===== config.mk =====
export PLATFORM = sky130hd
export DESIGN_NAME = la_top
export DESIGN_NICKNAME = d
export VERILOG_FILES = /design/src/la_pkg.sv /design/src/la_cfg_if.sv /design/src/la_rd_if.sv /design/src/la_apb_regs.sv /design/src/la_sampler.sv /design/src/la_trigger.sv /design/src/la_capture.sv /design/src/la_readout.sv /design/src/la_top.sv
export VERILOG_INCLUDE_DIRS = /design/src /design/src/src
export SDC_FILE = /design/constraint.sdc
export NUM_CORES = 1
export LEC_CHECK = 0
export BUFFER_PORTS_ARGS = -buffer_cell sky130_fd_sc_hd__buf_2
export CELL_PAD_IN_SITES_DETAIL_PLACEMENT = 0
export CELL_PAD_IN_SITES_GLOBAL_PLACEMENT = 1
export CORE_MARGIN = 3
export CORE_UTILIZATION = 40
export DETAILED_ROUTE_END_ITERATION = 10
export GPL_TIMING_DRIVEN = 0
export HOLD_SLACK_MARGIN = 0.08
export PLACE_DENSITY_LB_ADDON = 0.1
export SLEW_MARGIN = 20
export SYNTH_ARGS = -nofsm -noshare
export SYNTH_HDL_FRONTEND = slang
export SYNTH_SLANG_ARGS = --single-unit

===== constraint.sdc =====
create_clock -name clk_i -period 4 [get_ports clk_i]
set_clock_uncertainty 0.15 [all_clocks]
set_input_delay 0.2 -clock clk_i [delete_from_list [all_inputs] [get_ports clk_i]]
set_output_delay 0.2 -clock clk_i [all_outputs]
set_load 0.05 [all_outputs]

===== src/la_macros.svh =====
`ifndef LA_MACROS_SVH
`define LA_MACROS_SVH

// buffer address width, 2**LA_DEPTH words of sample storage
`define LA_DEPTH 5

`define LA_DIV_W 24          // sample rate divider width

`define LA_AW 5              // apb address width

// read-only identification word
`define LA_ID 32'h4c41_0105

`endif


===== src/la_pkg.sv =====
`include "la_macros.svh"

package la_pkg;

  typedef logic [31:0] sample_t;                  // one probe word

  typedef logic [`LA_DEPTH-1:0] addr_t;           // buffer address

  // status flags as seen in CTRL bits 2:0
  typedef struct packed {
    logic done;                                   // readout finished
    logic triggered;                              // trigger hit since arm
    logic armed;                                  // capture waiting or collecting
  } status_t;

  // apb register offsets
  typedef enum logic [`LA_AW-1:0] {
    CTRL  = 'h00,                                 // cmd on write, status on read
    MASK  = 'h04,
    VALUE = 'h08,
    DIV   = 'h0c,
    COUNT = 'h10,                                 // samples after the trigger sample
    ID    = 'h14                                  // read only
  } reg_e;

endpackage


===== src/la_cfg_if.sv =====
`timescale 1ns/1ns
`include "la_macros.svh"

interface la_cfg_if;

  la_pkg::sample_t      mask;             // bits taking part in the compare
  la_pkg::sample_t      value;            // expected level of the masked bits
  logic [`LA_DIV_W-1:0] div;              // sample every div+1 clocks
  logic                 div_wr;           // divider rewritten, restart counter
  la_pkg::addr_t        count;            // post trigger samples
  logic                 arm_pulse;
  logic                 soft_rst_pulse;

  // status, one flag per core block
  logic                 armed;
  logic                 triggered;
  logic                 done;
  la_pkg::status_t      status;

  assign status = '{done: done, triggered: triggered, armed: armed};

  modport regs (output mask, value, div, div_wr, count, arm_pulse, soft_rst_pulse,
                input  status);

  modport core (input  mask, value, div, div_wr, count, arm_pulse,
                output armed, triggered, done);

endinterface


===== src/la_rd_if.sv =====
`timescale 1ns/1ns

interface la_rd_if;

  // window handed over by the capture buffer
  logic            start;                 // one cycle, window complete
  la_pkg::addr_t   first_addr;            // trigger sample
  la_pkg::addr_t   last_addr;             // last post trigger sample

  // read port of the buffer
  logic            rd_en;
  la_pkg::addr_t   rd_addr;
  la_pkg::sample_t rd_data;               // valid one cycle after rd_en

  modport buff (output start, first_addr, last_addr, rd_data,
                input  rd_en, rd_addr);

  modport rdo  (input  start, first_addr, last_addr, rd_data,
                output rd_en, rd_addr);

endinterface


===== src/la_apb_regs.sv =====
`timescale 1ns/1ns
`include "la_macros.svh"

module la_apb_regs (
  input  logic              clk_i,
  input  logic              rst_n_i,
  // apb slave
  input  logic [`LA_AW-1:0] paddr_i,
  input  logic              psel_i,
  input  logic              penable_i,
  input  logic              pwrite_i,
  input  logic [31:0]       pwdata_i,
  output logic [31:0]       prdata_o,
  output logic              pready_o,
  output logic              pslverr_o,
  // towards the core
  la_cfg_if.regs            cfg
);

  la_pkg::reg_e reg_sel;
  logic         access;                   // apb access phase
  logic         valid;                    // offset hits a register
  logic         wr;
  logic         busy;                     // capture or readout running

  assign reg_sel   = la_pkg::reg_e'(paddr_i);
  assign access    = psel_i & penable_i;
  assign wr        = access & pwrite_i & valid;
  assign pready_o  = 1'b1;                // zero wait states
  assign pslverr_o = access & ~valid;

  // triggered without done means the readout is still streaming
  assign busy = cfg.status.armed | (cfg.status.triggered & ~cfg.status.done) | cfg.arm_pulse;

  // offset decode and read mux
  always_comb begin
    valid    = 1'b1;
    prdata_o = '0;
    case (reg_sel)
      la_pkg::CTRL:  prdata_o = 32'(cfg.status);
      la_pkg::MASK:  prdata_o = cfg.mask;
      la_pkg::VALUE: prdata_o = cfg.value;
      la_pkg::DIV:   prdata_o = 32'(cfg.div);
      la_pkg::COUNT: prdata_o = 32'(cfg.count);
      la_pkg::ID:    prdata_o = `LA_ID;
      default:       valid    = 1'b0;     // unmapped offset
    endcase
  end

  always_ff @(posedge clk_i or negedge rst_n_i) begin
    if (!rst_n_i) begin
      cfg.mask           <= '0;
      cfg.value          <= '0;
      cfg.div            <= '0;
      cfg.count          <= '0;
      cfg.div_wr         <= 1'b0;
      cfg.arm_pulse      <= 1'b0;
      cfg.soft_rst_pulse <= 1'b0;
    end else begin
      // command strobes last one cycle
      cfg.div_wr         <= 1'b0;
      cfg.arm_pulse      <= 1'b0;
      cfg.soft_rst_pulse <= 1'b0;
      if (wr) begin
        case (reg_sel)
          la_pkg::CTRL: begin
            cfg.arm_pulse      <= pwdata_i[0] & ~busy;  // arm dropped while busy
            cfg.soft_rst_pulse <= pwdata_i[1];
          end
          la_pkg::MASK:  cfg.mask  <= pwdata_i;
          la_pkg::VALUE: cfg.value <= pwdata_i;
          la_pkg::DIV: begin
            cfg.div    <= pwdata_i[`LA_DIV_W-1:0];
            cfg.div_wr <= 1'b1;                        // sampler restarts its count
          end
          la_pkg::COUNT: cfg.count <= pwdata_i[`LA_DEPTH-1:0];
          default: ;                                   // ID ignores writes
        endcase
      end
    end
  end

  a_err_in_access: assert property (@(posedge clk_i) disable iff (!rst_n_i)
    pslverr_o |-> psel_i && penable_i);

endmodule


===== src/la_sampler.sv =====
`timescale 1ns/1ns
`include "la_macros.svh"

module la_sampler (
  input  logic            clk_i,
  input  logic            rst_n_i,
  input  la_pkg::sample_t probe_i,          // probe bus
  la_cfg_if.core          cfg,
  output la_pkg::sample_t smpl_o,           // valid while smpl_stb_o
  output logic            smpl_stb_o
);

  logic [`LA_DIV_W-1:0] cnt;                // clocks left until the next sample
  logic                 hit;

  // a divider write wins over a pending hit
  assign hit = (cnt == '0) & ~cfg.div_wr;

  always_ff @(posedge clk_i or negedge rst_n_i) begin
    if (!rst_n_i) begin
      cnt        <= '0;
      smpl_stb_o <= 1'b0;
    end else begin
      if (cfg.div_wr || hit) begin
        cnt <= cfg.div;                     // reload, period is div+1
      end else begin
        cnt <= cnt - 1'b1;
      end
      smpl_stb_o <= hit;                    // lines up with the registered sample
    end
  end

  // sample register
  always_ff @(posedge clk_i) begin
    if (hit) begin
      smpl_o <= probe_i;
    end
  end

endmodule


===== src/la_trigger.sv =====
`timescale 1ns/1ns

module la_trigger (
  input  logic            clk_i,
  input  logic            rst_n_i,
  la_cfg_if.core          cfg,
  input  la_pkg::sample_t smpl_i,
  input  logic            smpl_stb_i,
  input  logic            armed_i,          // capture waiting or collecting
  output logic            fire_o            // one cycle on the matching sample
);

  logic match;
  logic triggered;                          // fired since the last arm

  // masked bits have to equal the masked value, mask 0 hits on any sample
  assign match  = ((smpl_i ^ cfg.value) & cfg.mask) == '0;
  assign fire_o = smpl_stb_i & armed_i & ~triggered & match;

  assign cfg.triggered = triggered;

  always_ff @(posedge clk_i or negedge rst_n_i) begin
    if (!rst_n_i) begin
      triggered <= 1'b0;
    end else if (cfg.arm_pulse) begin
      triggered <= 1'b0;                    // new capture round
    end else if (fire_o) begin
      triggered <= 1'b1;                    // blocks further fires
    end
  end

  // triggered only rises on a strobed sample seen while armed
  a_fire_armed: assert property (@(posedge clk_i) disable iff (!rst_n_i)
    $rose(triggered) |-> $past(armed_i && smpl_stb_i));

endmodule


===== src/la_capture.sv =====
`timescale 1ns/1ns
`include "la_macros.svh"

module la_capture (
  input  logic            clk_i,
  input  logic            rst_n_i,
  la_cfg_if.core          cfg,
  input  la_pkg::sample_t smpl_i,
  input  logic            smpl_stb_i,
  input  logic            fire_i,           // trigger sample present
  output logic            armed_o,
  la_rd_if.buff           rd
);

  typedef enum logic [1:0] {
    CP_IDLE,
    CP_ARMED,                               // waiting for the trigger
    CP_COLLECT                              // storing post trigger samples
  } cp_state_e;

  cp_state_e       state;
  la_pkg::addr_t   wr_ptr;                  // next free word, wraps
  la_pkg::addr_t   remain;                  // post trigger samples still to store
  logic            we;

  la_pkg::sample_t mem [2**`LA_DEPTH];      // sample buffer

  assign armed_o   = (state != CP_IDLE);
  assign cfg.armed = armed_o;

  // trigger sample goes in on the cycle of the match
  assign we = ((state == CP_ARMED) & fire_i) | ((state == CP_COLLECT) & smpl_stb_i);

  // buffer with registered read port
  always_ff @(posedge clk_i) begin
    if (we) begin
      mem[wr_ptr] <= smpl_i;
    end
    if (rd.rd_en) begin
      rd.rd_data <= mem[rd.rd_addr];
    end
  end

  always_ff @(posedge clk_i or negedge rst_n_i) begin
    if (!rst_n_i) begin
      state         <= CP_IDLE;
      wr_ptr        <= '0;
      remain        <= '0;
      rd.start      <= 1'b0;
      rd.first_addr <= '0;
      rd.last_addr  <= '0;
    end else begin
      rd.start <= 1'b0;
      if (we) begin
        wr_ptr <= wr_ptr + 1'b1;
      end
      case (state)
        CP_IDLE: begin
          if (cfg.arm_pulse) begin
            state <= CP_ARMED;
          end
        end
        CP_ARMED: begin
          if (fire_i) begin
            rd.first_addr <= wr_ptr;
            remain        <= cfg.count;
            if (cfg.count == '0) begin
              // window is just the trigger sample
              rd.start     <= 1'b1;
              rd.last_addr <= wr_ptr;
              state        <= CP_IDLE;
            end else begin
              state <= CP_COLLECT;
            end
          end
        end
        CP_COLLECT: begin
          if (smpl_stb_i) begin
            remain <= remain - 1'b1;
            if (remain == la_pkg::addr_t'(1)) begin
              rd.start     <= 1'b1;           // last write this cycle
              rd.last_addr <= wr_ptr;
              state        <= CP_IDLE;        // armed drops with start
            end
          end
        end
        default: state <= CP_IDLE;
      endcase
    end
  end

  // buffer only written while a capture runs, never while readout reads
  a_wr_window: assert property (@(posedge clk_i) disable iff (!rst_n_i)
    we |-> armed_o && !rd.rd_en);

endmodule


===== src/la_readout.sv =====
`timescale 1ns/1ns

module la_readout (
  input  logic            clk_i,
  input  logic            rst_n_i,
  la_rd_if.rdo            rd,
  la_cfg_if.core          cfg,
  // transmitter link
  input  logic            tx_rdy_i,
  output logic            tx_stb_o,
  output la_pkg::sample_t tx_data_o
);

  typedef enum logic [1:0] {
    RO_IDLE,
    RO_READ,                                // one buffer read
    RO_SEND                                 // word on tx_data_o, wait for ready
  } ro_state_e;

  ro_state_e     state;
  la_pkg::addr_t addr;                      // word being streamed
  la_pkg::addr_t last;
  logic          done;

  assign rd.rd_en   = (state == RO_READ);
  assign rd.rd_addr = addr;

  // read data stays put until the next rd_en, so it holds under back pressure
  assign tx_data_o = rd.rd_data;
  assign tx_stb_o  = (state == RO_SEND) & tx_rdy_i;
  assign cfg.done  = done;

  always_ff @(posedge clk_i or negedge rst_n_i) begin
    if (!rst_n_i) begin
      state <= RO_IDLE;
      addr  <= '0;
      last  <= '0;
      done  <= 1'b0;
    end else begin
      if (cfg.arm_pulse) begin
        done <= 1'b0;
      end
      case (state)
        RO_IDLE: begin
          if (rd.start) begin
            addr  <= rd.first_addr;
            last  <= rd.last_addr;
            state <= RO_READ;
          end
        end
        RO_READ: state <= RO_SEND;
        RO_SEND: begin
          if (tx_rdy_i) begin
            if (addr == last) begin
              done  <= 1'b1;
              state <= RO_IDLE;
            end else begin
              addr  <= addr + 1'b1;         // wraps with the buffer
              state <= RO_READ;
            end
          end
        end
        default: state <= RO_IDLE;
      endcase
    end
  end

  // only one word in flight, so strobes are never back to back
  a_stb_rdy: assert property (@(posedge clk_i) disable iff (!rst_n_i)
    tx_stb_o |-> tx_rdy_i ##1 !tx_stb_o);

endmodule


===== src/la_top.sv =====
`timescale 1ns/1ns
`include "la_macros.svh"

module la_top (
  input  logic              clk_i,
  input  logic              rst_n_i,
  // apb
  input  logic [`LA_AW-1:0] paddr_i,
  input  logic              psel_i,
  input  logic              penable_i,
  input  logic              pwrite_i,
  input  logic [31:0]       pwdata_i,
  output logic [31:0]       prdata_o,
  output logic              pready_o,
  output logic              pslverr_o,
  // probe and transmitter
  input  logic [31:0]       probe_i,
  input  logic              tx_rdy_i,
  output logic              tx_stb_o,
  output logic [31:0]       tx_data_o
);

  la_cfg_if u_cfg_if ();
  la_rd_if  u_rd_if ();

  logic            core_rst_n;              // board reset or soft reset command
  la_pkg::sample_t smpl;
  logic            smpl_stb;
  logic            fire;
  logic            armed;

  // soft reset clears the core but keeps the register block
  assign core_rst_n = rst_n_i & ~u_cfg_if.soft_rst_pulse;

  la_apb_regs u_apb_regs (
    .clk_i     (clk_i),
    .rst_n_i   (rst_n_i),
    .paddr_i   (paddr_i),
    .psel_i    (psel_i),
    .penable_i (penable_i),
    .pwrite_i  (pwrite_i),
    .pwdata_i  (pwdata_i),
    .prdata_o  (prdata_o),
    .pready_o  (pready_o),
    .pslverr_o (pslverr_o),
    .cfg       (u_cfg_if.regs)
  );

  la_sampler u_sampler (
    .clk_i      (clk_i),
    .rst_n_i    (core_rst_n),
    .probe_i    (probe_i),
    .cfg        (u_cfg_if.core),
    .smpl_o     (smpl),
    .smpl_stb_o (smpl_stb)
  );

  la_trigger u_trigger (
    .clk_i      (clk_i),
    .rst_n_i    (core_rst_n),
    .cfg        (u_cfg_if.core),
    .smpl_i     (smpl),
    .smpl_stb_i (smpl_stb),
    .armed_i    (armed),
    .fire_o     (fire)
  );

  la_capture u_capture (
    .clk_i      (clk_i),
    .rst_n_i    (core_rst_n),
    .cfg        (u_cfg_if.core),
    .smpl_i     (smpl),
    .smpl_stb_i (smpl_stb),
    .fire_i     (fire),
    .armed_o    (armed),
    .rd         (u_rd_if.buff)
  );

  la_readout u_readout (
    .clk_i     (clk_i),
    .rst_n_i   (core_rst_n),
    .rd        (u_rd_if.rdo),
    .cfg       (u_cfg_if.core),
    .tx_rdy_i  (tx_rdy_i),
    .tx_stb_o  (tx_stb_o),
    .tx_data_o (tx_data_o)
  );

endmodule


==> impl_results.md <==
- Crit. path cell count: 9
- N_diodes: 0
- H-tree Lvls: 4
- CTS max path bufs: 3
- Post-synth EDFFs: around 1,100
- Fillers: around 9,900
- Worst stage delay on the critical path: about 0.86 ns
- Rows: roughly 130
- Hold Crit Class: in2reg
- Synth area leader: edfxtp_1
- Routed wire length: ~140 mm
- Setup-failing EPs final: 0
- Vias per Instance: around 5.5
- First-pass iteration count of the detailed router: 5
- Clock transition at the registers of the reported paths: roughly 0.060 ns
- Critical path arrival: roughly 4.2 ns
- Synth Flop Type: edfxtp_1
- CTS tree: yes
- Layout cells sized above 1: 33.2%
- R2R Path End: u_capture.mem[21][9]
- Vias: around 25,000
- GRT Residual Overflow: 0
- Num CTS Buffers: roughly 140
- GRT Overall Usage: a little over a fifth
- Ys Warns: 0
- Dominant cells by area after synthesis: edfxtp_1 (67%), mux4_2 (15%), dfrtp_1 (8.1%)
- Slew Viols, Final: 0
- Port bufs: 140
- Fin cells: between 4,000 and 5,000
- Starting DRC count in detailed routing: roughly 2,400
- Top-area cell type share of the netlist area: between 60% and 70%
- Antenna Nets Post-Route: 0
- Dpl cells: 4,085
- Clock Latency Late Sink: about 0.74 ns
- Avg Cell Area, Syn: approximately 22 um2
- Post-synthesis register bit count: around 1,200
- Die Y: around 350 um
- Hold Path Origin: pwdata_i[8]
- LEAKAGE: 20.4 nW
- Max_slew headroom: roughly a quarter
- Largest delay share family, worst path: simple AND/OR/NAND/NOR gates
- Die Wd: between 300 and 400 um
- Post-synthesis sequential area ratio: 75.2%
- Outcome: completed
- Root buf cell: clkbuf_16
- Max stage delay cell, worst path: edfxtp_1
- Worst path required time: about 4.3 ns
- Worst Setup SP: u_sampler.smpl_o[24]
- Crit path time final: 3.91 ns
- RSZ-0062 raised after global routing: no
- Worst R2R Setup Slack: 0.09 ns
- RR Startpoint: u_sampler.smpl_o[24]
- CORE AREA: between 100,000 and 150,000 um2
- DP Area: about 53,000 um2
- Max-Cap Viols: 0
- Post-synth ARST share: 12.7%
- CP Class: reg2reg
- Post-synthesis cell area: between 40,000 and 50,000 um2
- Syn Inst Count: 2,262
- Clk sinks: approximately 1,200
- Initial antenna violation count: 4
- Post-Syn Nets: ~2,300
- Largest net degree at the start of global routing: 74
- Num ports: approximately 140
- Gpl congestion: approximately 0.8
- Layout Nets: ~2,900
- CP Max Fanout: 18
- Dpl hpwl: 91.9 mm
- Fmax: approximately 260 MHz
- Vias in the first global route: between 20,000 and 30,000
- Critical Path End: u_capture.mem[21][9]
- Distinct cells, synth: 66
- Global-route wire length before repair: 195 mm
- R2R depth: 9
- DIE AREA: ~130,000 um2
- Crit. End Element: flip-flop
- Pwr dens: ~560 nW/um2
- Nature of the critical path startpoint: flip-flop
- CP Cell Sequence: xor2_1, a22oi_1, nand4_1, nor3_2, and3_1, buf_2, o21ai_2, nor2_4, buf_12
- Residual DRC: 0
- Maximum vdd drop: a little under 0.0004 V
- Starting Density: 40.4%
- P&R area growth vs syn: 22.9%
- Critical path buffers and inverters: 2
- Fin crit share: 97.7%
- Slew @ Worst Pin: 1.10 ns
- Wire length per cell: approximately 30 um
- Final hold vios: 0
- Cell area after layout: 59,800 um2
## worst min-delay path: stages
cell           delay (ns)
dlygate4sd3_1        0.51
buf_2                0.12
mux2_1               0.13
## synth_stat cells, drive strengths merged, types with 20 or more instances
cell	instances
a21oi	32
buf	53
clkbuf	62
dfrtp	158
edfxtp	1088
inv	35
mux2	142
mux4	320
nand2	51
nor2	80
o21ai	20
xor2	40
## per-stage QoR
step	utilization (%)	total power, mW	hold WS [ns]	setup TNS, ns	worst slack, ns
finish	49.7	33.6	0.122	0	0.0916
global route	49.7	34.8	0.108	0	0.00104
CTS	49.6	34.0	0.0805	-0.00554	-0.00554
detailed placement	44.2	21.7	-0.0686	-654.54	-1.07
global placement	42.7	21.6	0.227	-3589.58	-3.56
floorplan	-	19.2	-0.246	-66.84	-0.0900
## registers in the layout (all words and copies together) (netlist names), 5 cells and up
name,count
u_capture.remain,5
u_capture.mem,1024
u_readout.last,5
u_apb_regs.cfg.div,24
u_capture.rd.rd_data,32
u_apb_regs.cfg.mask,32
u_sampler.smpl_o,32
u_capture.rd.first_addr,5
u_capture.rd.last_addr,5
u_capture.wr_ptr,5
u_sampler.cnt,24
u_readout.rd.rd_addr,5
u_apb_regs.cfg.value,32
u_apb_regs.cfg.count,5
## logic make-up after synthesis
| kind of cell | synth area share (%) |
|---|---|
| AOI/OAI and AO/OA | 1.99 |
| xor gates and xnor gates | 1.06 |
| adders and majority gates | 0.308 |
| buffers and inverters | 1.40 |
| DFF | 75.2 |
| muxes | 18.1 |
| other | 0.00770 |
| and+or+nand+nor | 1.90 |
## power breakdown
part / switching (mW) / leakage [nW] / internal, mW
sequential: 0.169 / 11.9 / 14.3
clock: 5.15 / 2.09 / 7.08
combinational: 3.66 / 6.42 / 3.26
## metal layers
metal | GRT usage [%] | part of all wire (%) | up-vias
li1 | - | - | 10500
met1 | 28.8 | 40 | 13600
met2 | 37.8 | 51 | 836
met3 | 3.11 | 5.6 | 208
met4 | 7.04 | 2.9 | 0
met5 | 0 | 0 | -
## final cells by class
| class | instances | area (um2) | area share [%] |
|---|---|---|---|
| Sequential cell | 1246 | 36600 | 61.2 |
| Multi-Input combinational cell | 866 | 11700 | 19.5 |
| Timing Repair Buffer | 424 | 4460 | 7.45 |
| Clock buffer | 178 | 3620 | 6.06 |
| Tap cell | 1612 | 2020 | 3.37 |
| Clock inverter | 66 | 704 | 1.18 |
| Buffer | 114 | 603 | 1.01 |
| Inverter | 35 | 131 | 0.220 |
## cells in the final DEF (no fill, tap or decap), types with 6 or more instances in the layout
| cell type | netlist | routed |
|---|---|---|
| a22o_1 | 6 | 6 |
| xnor2_1 | 19 | 19 |
| buf_8 | 0 | 18 |
| clkinv_8 | 0 | 6 |
| clkbuf_2 | 0 | 12 |
| nand3_1 | 13 | 13 |
| dfrtp_1 | 158 | 158 |
| nor2_1 | 80 | 47 |
| o21ai_0 | 15 | 15 |
| clkbuf_16 | 0 | 138 |
| mux2_1 | 67 | 67 |
| a22oi_1 | 17 | 17 |
| clkbuf_1 | 62 | 87 |
| buf_4 | 20 | 63 |
| buf_6 | 2 | 11 |
| buf_2 | 21 | 160 |
| edfxtp_1 | 1088 | 1088 |
| clkinv_1 | 0 | 22 |
| bufinv_16 | 0 | 10 |
| clkinv_2 | 0 | 16 |
| nor3_1 | 14 | 14 |
| buf_16 | 0 | 22 |
| xor2_1 | 40 | 40 |
| mux2_2 | 75 | 75 |
| a21oi_1 | 31 | 31 |
| ha_1 | 12 | 12 |
| or3_1 | 6 | 6 |
| a222oi_1 | 19 | 19 |
| buf_12 | 0 | 53 |
| dlygate4sd3_1 | 0 | 140 |
| mux4_2 | 320 | 320 |
| inv_1 | 34 | 34 |
| nor2_4 | 0 | 33 |
| nand2_1 | 51 | 51 |
## what timing repair did
| action | 4_1_cts | 5_1_grt |
|---|---|---|
| buffers inserted | 59 | 12 |
| endpoints found under the setup margin | 1056 | 322 |
| gates resized for setup | 16 | 4 |
| hold buffers | 141 | 0 |
| pin swaps | 16 | 0 |
| hold endpoints to repair | 243 | 0 |
## worst min-delay path by stage
stage / endpoint / slack [ns] / cells after the start
final: u_apb_regs.cfg.value[8] / 0.12 / 3
after global routing: u_readout.state[1] / 0.11 / 3
after CTS: u_apb_regs.cfg.value[6] / 0.08 / 3
after detailed placement: u_apb_regs.cfg.count[2] / -0.07 / 1
after global placement: u_sampler.smpl_o[31] / 0.23 / 1
after floorplan: u_apb_regs.cfg.arm_pulse / -0.25 / 0
No activity file was read; power rests on OpenSTA's default activity.
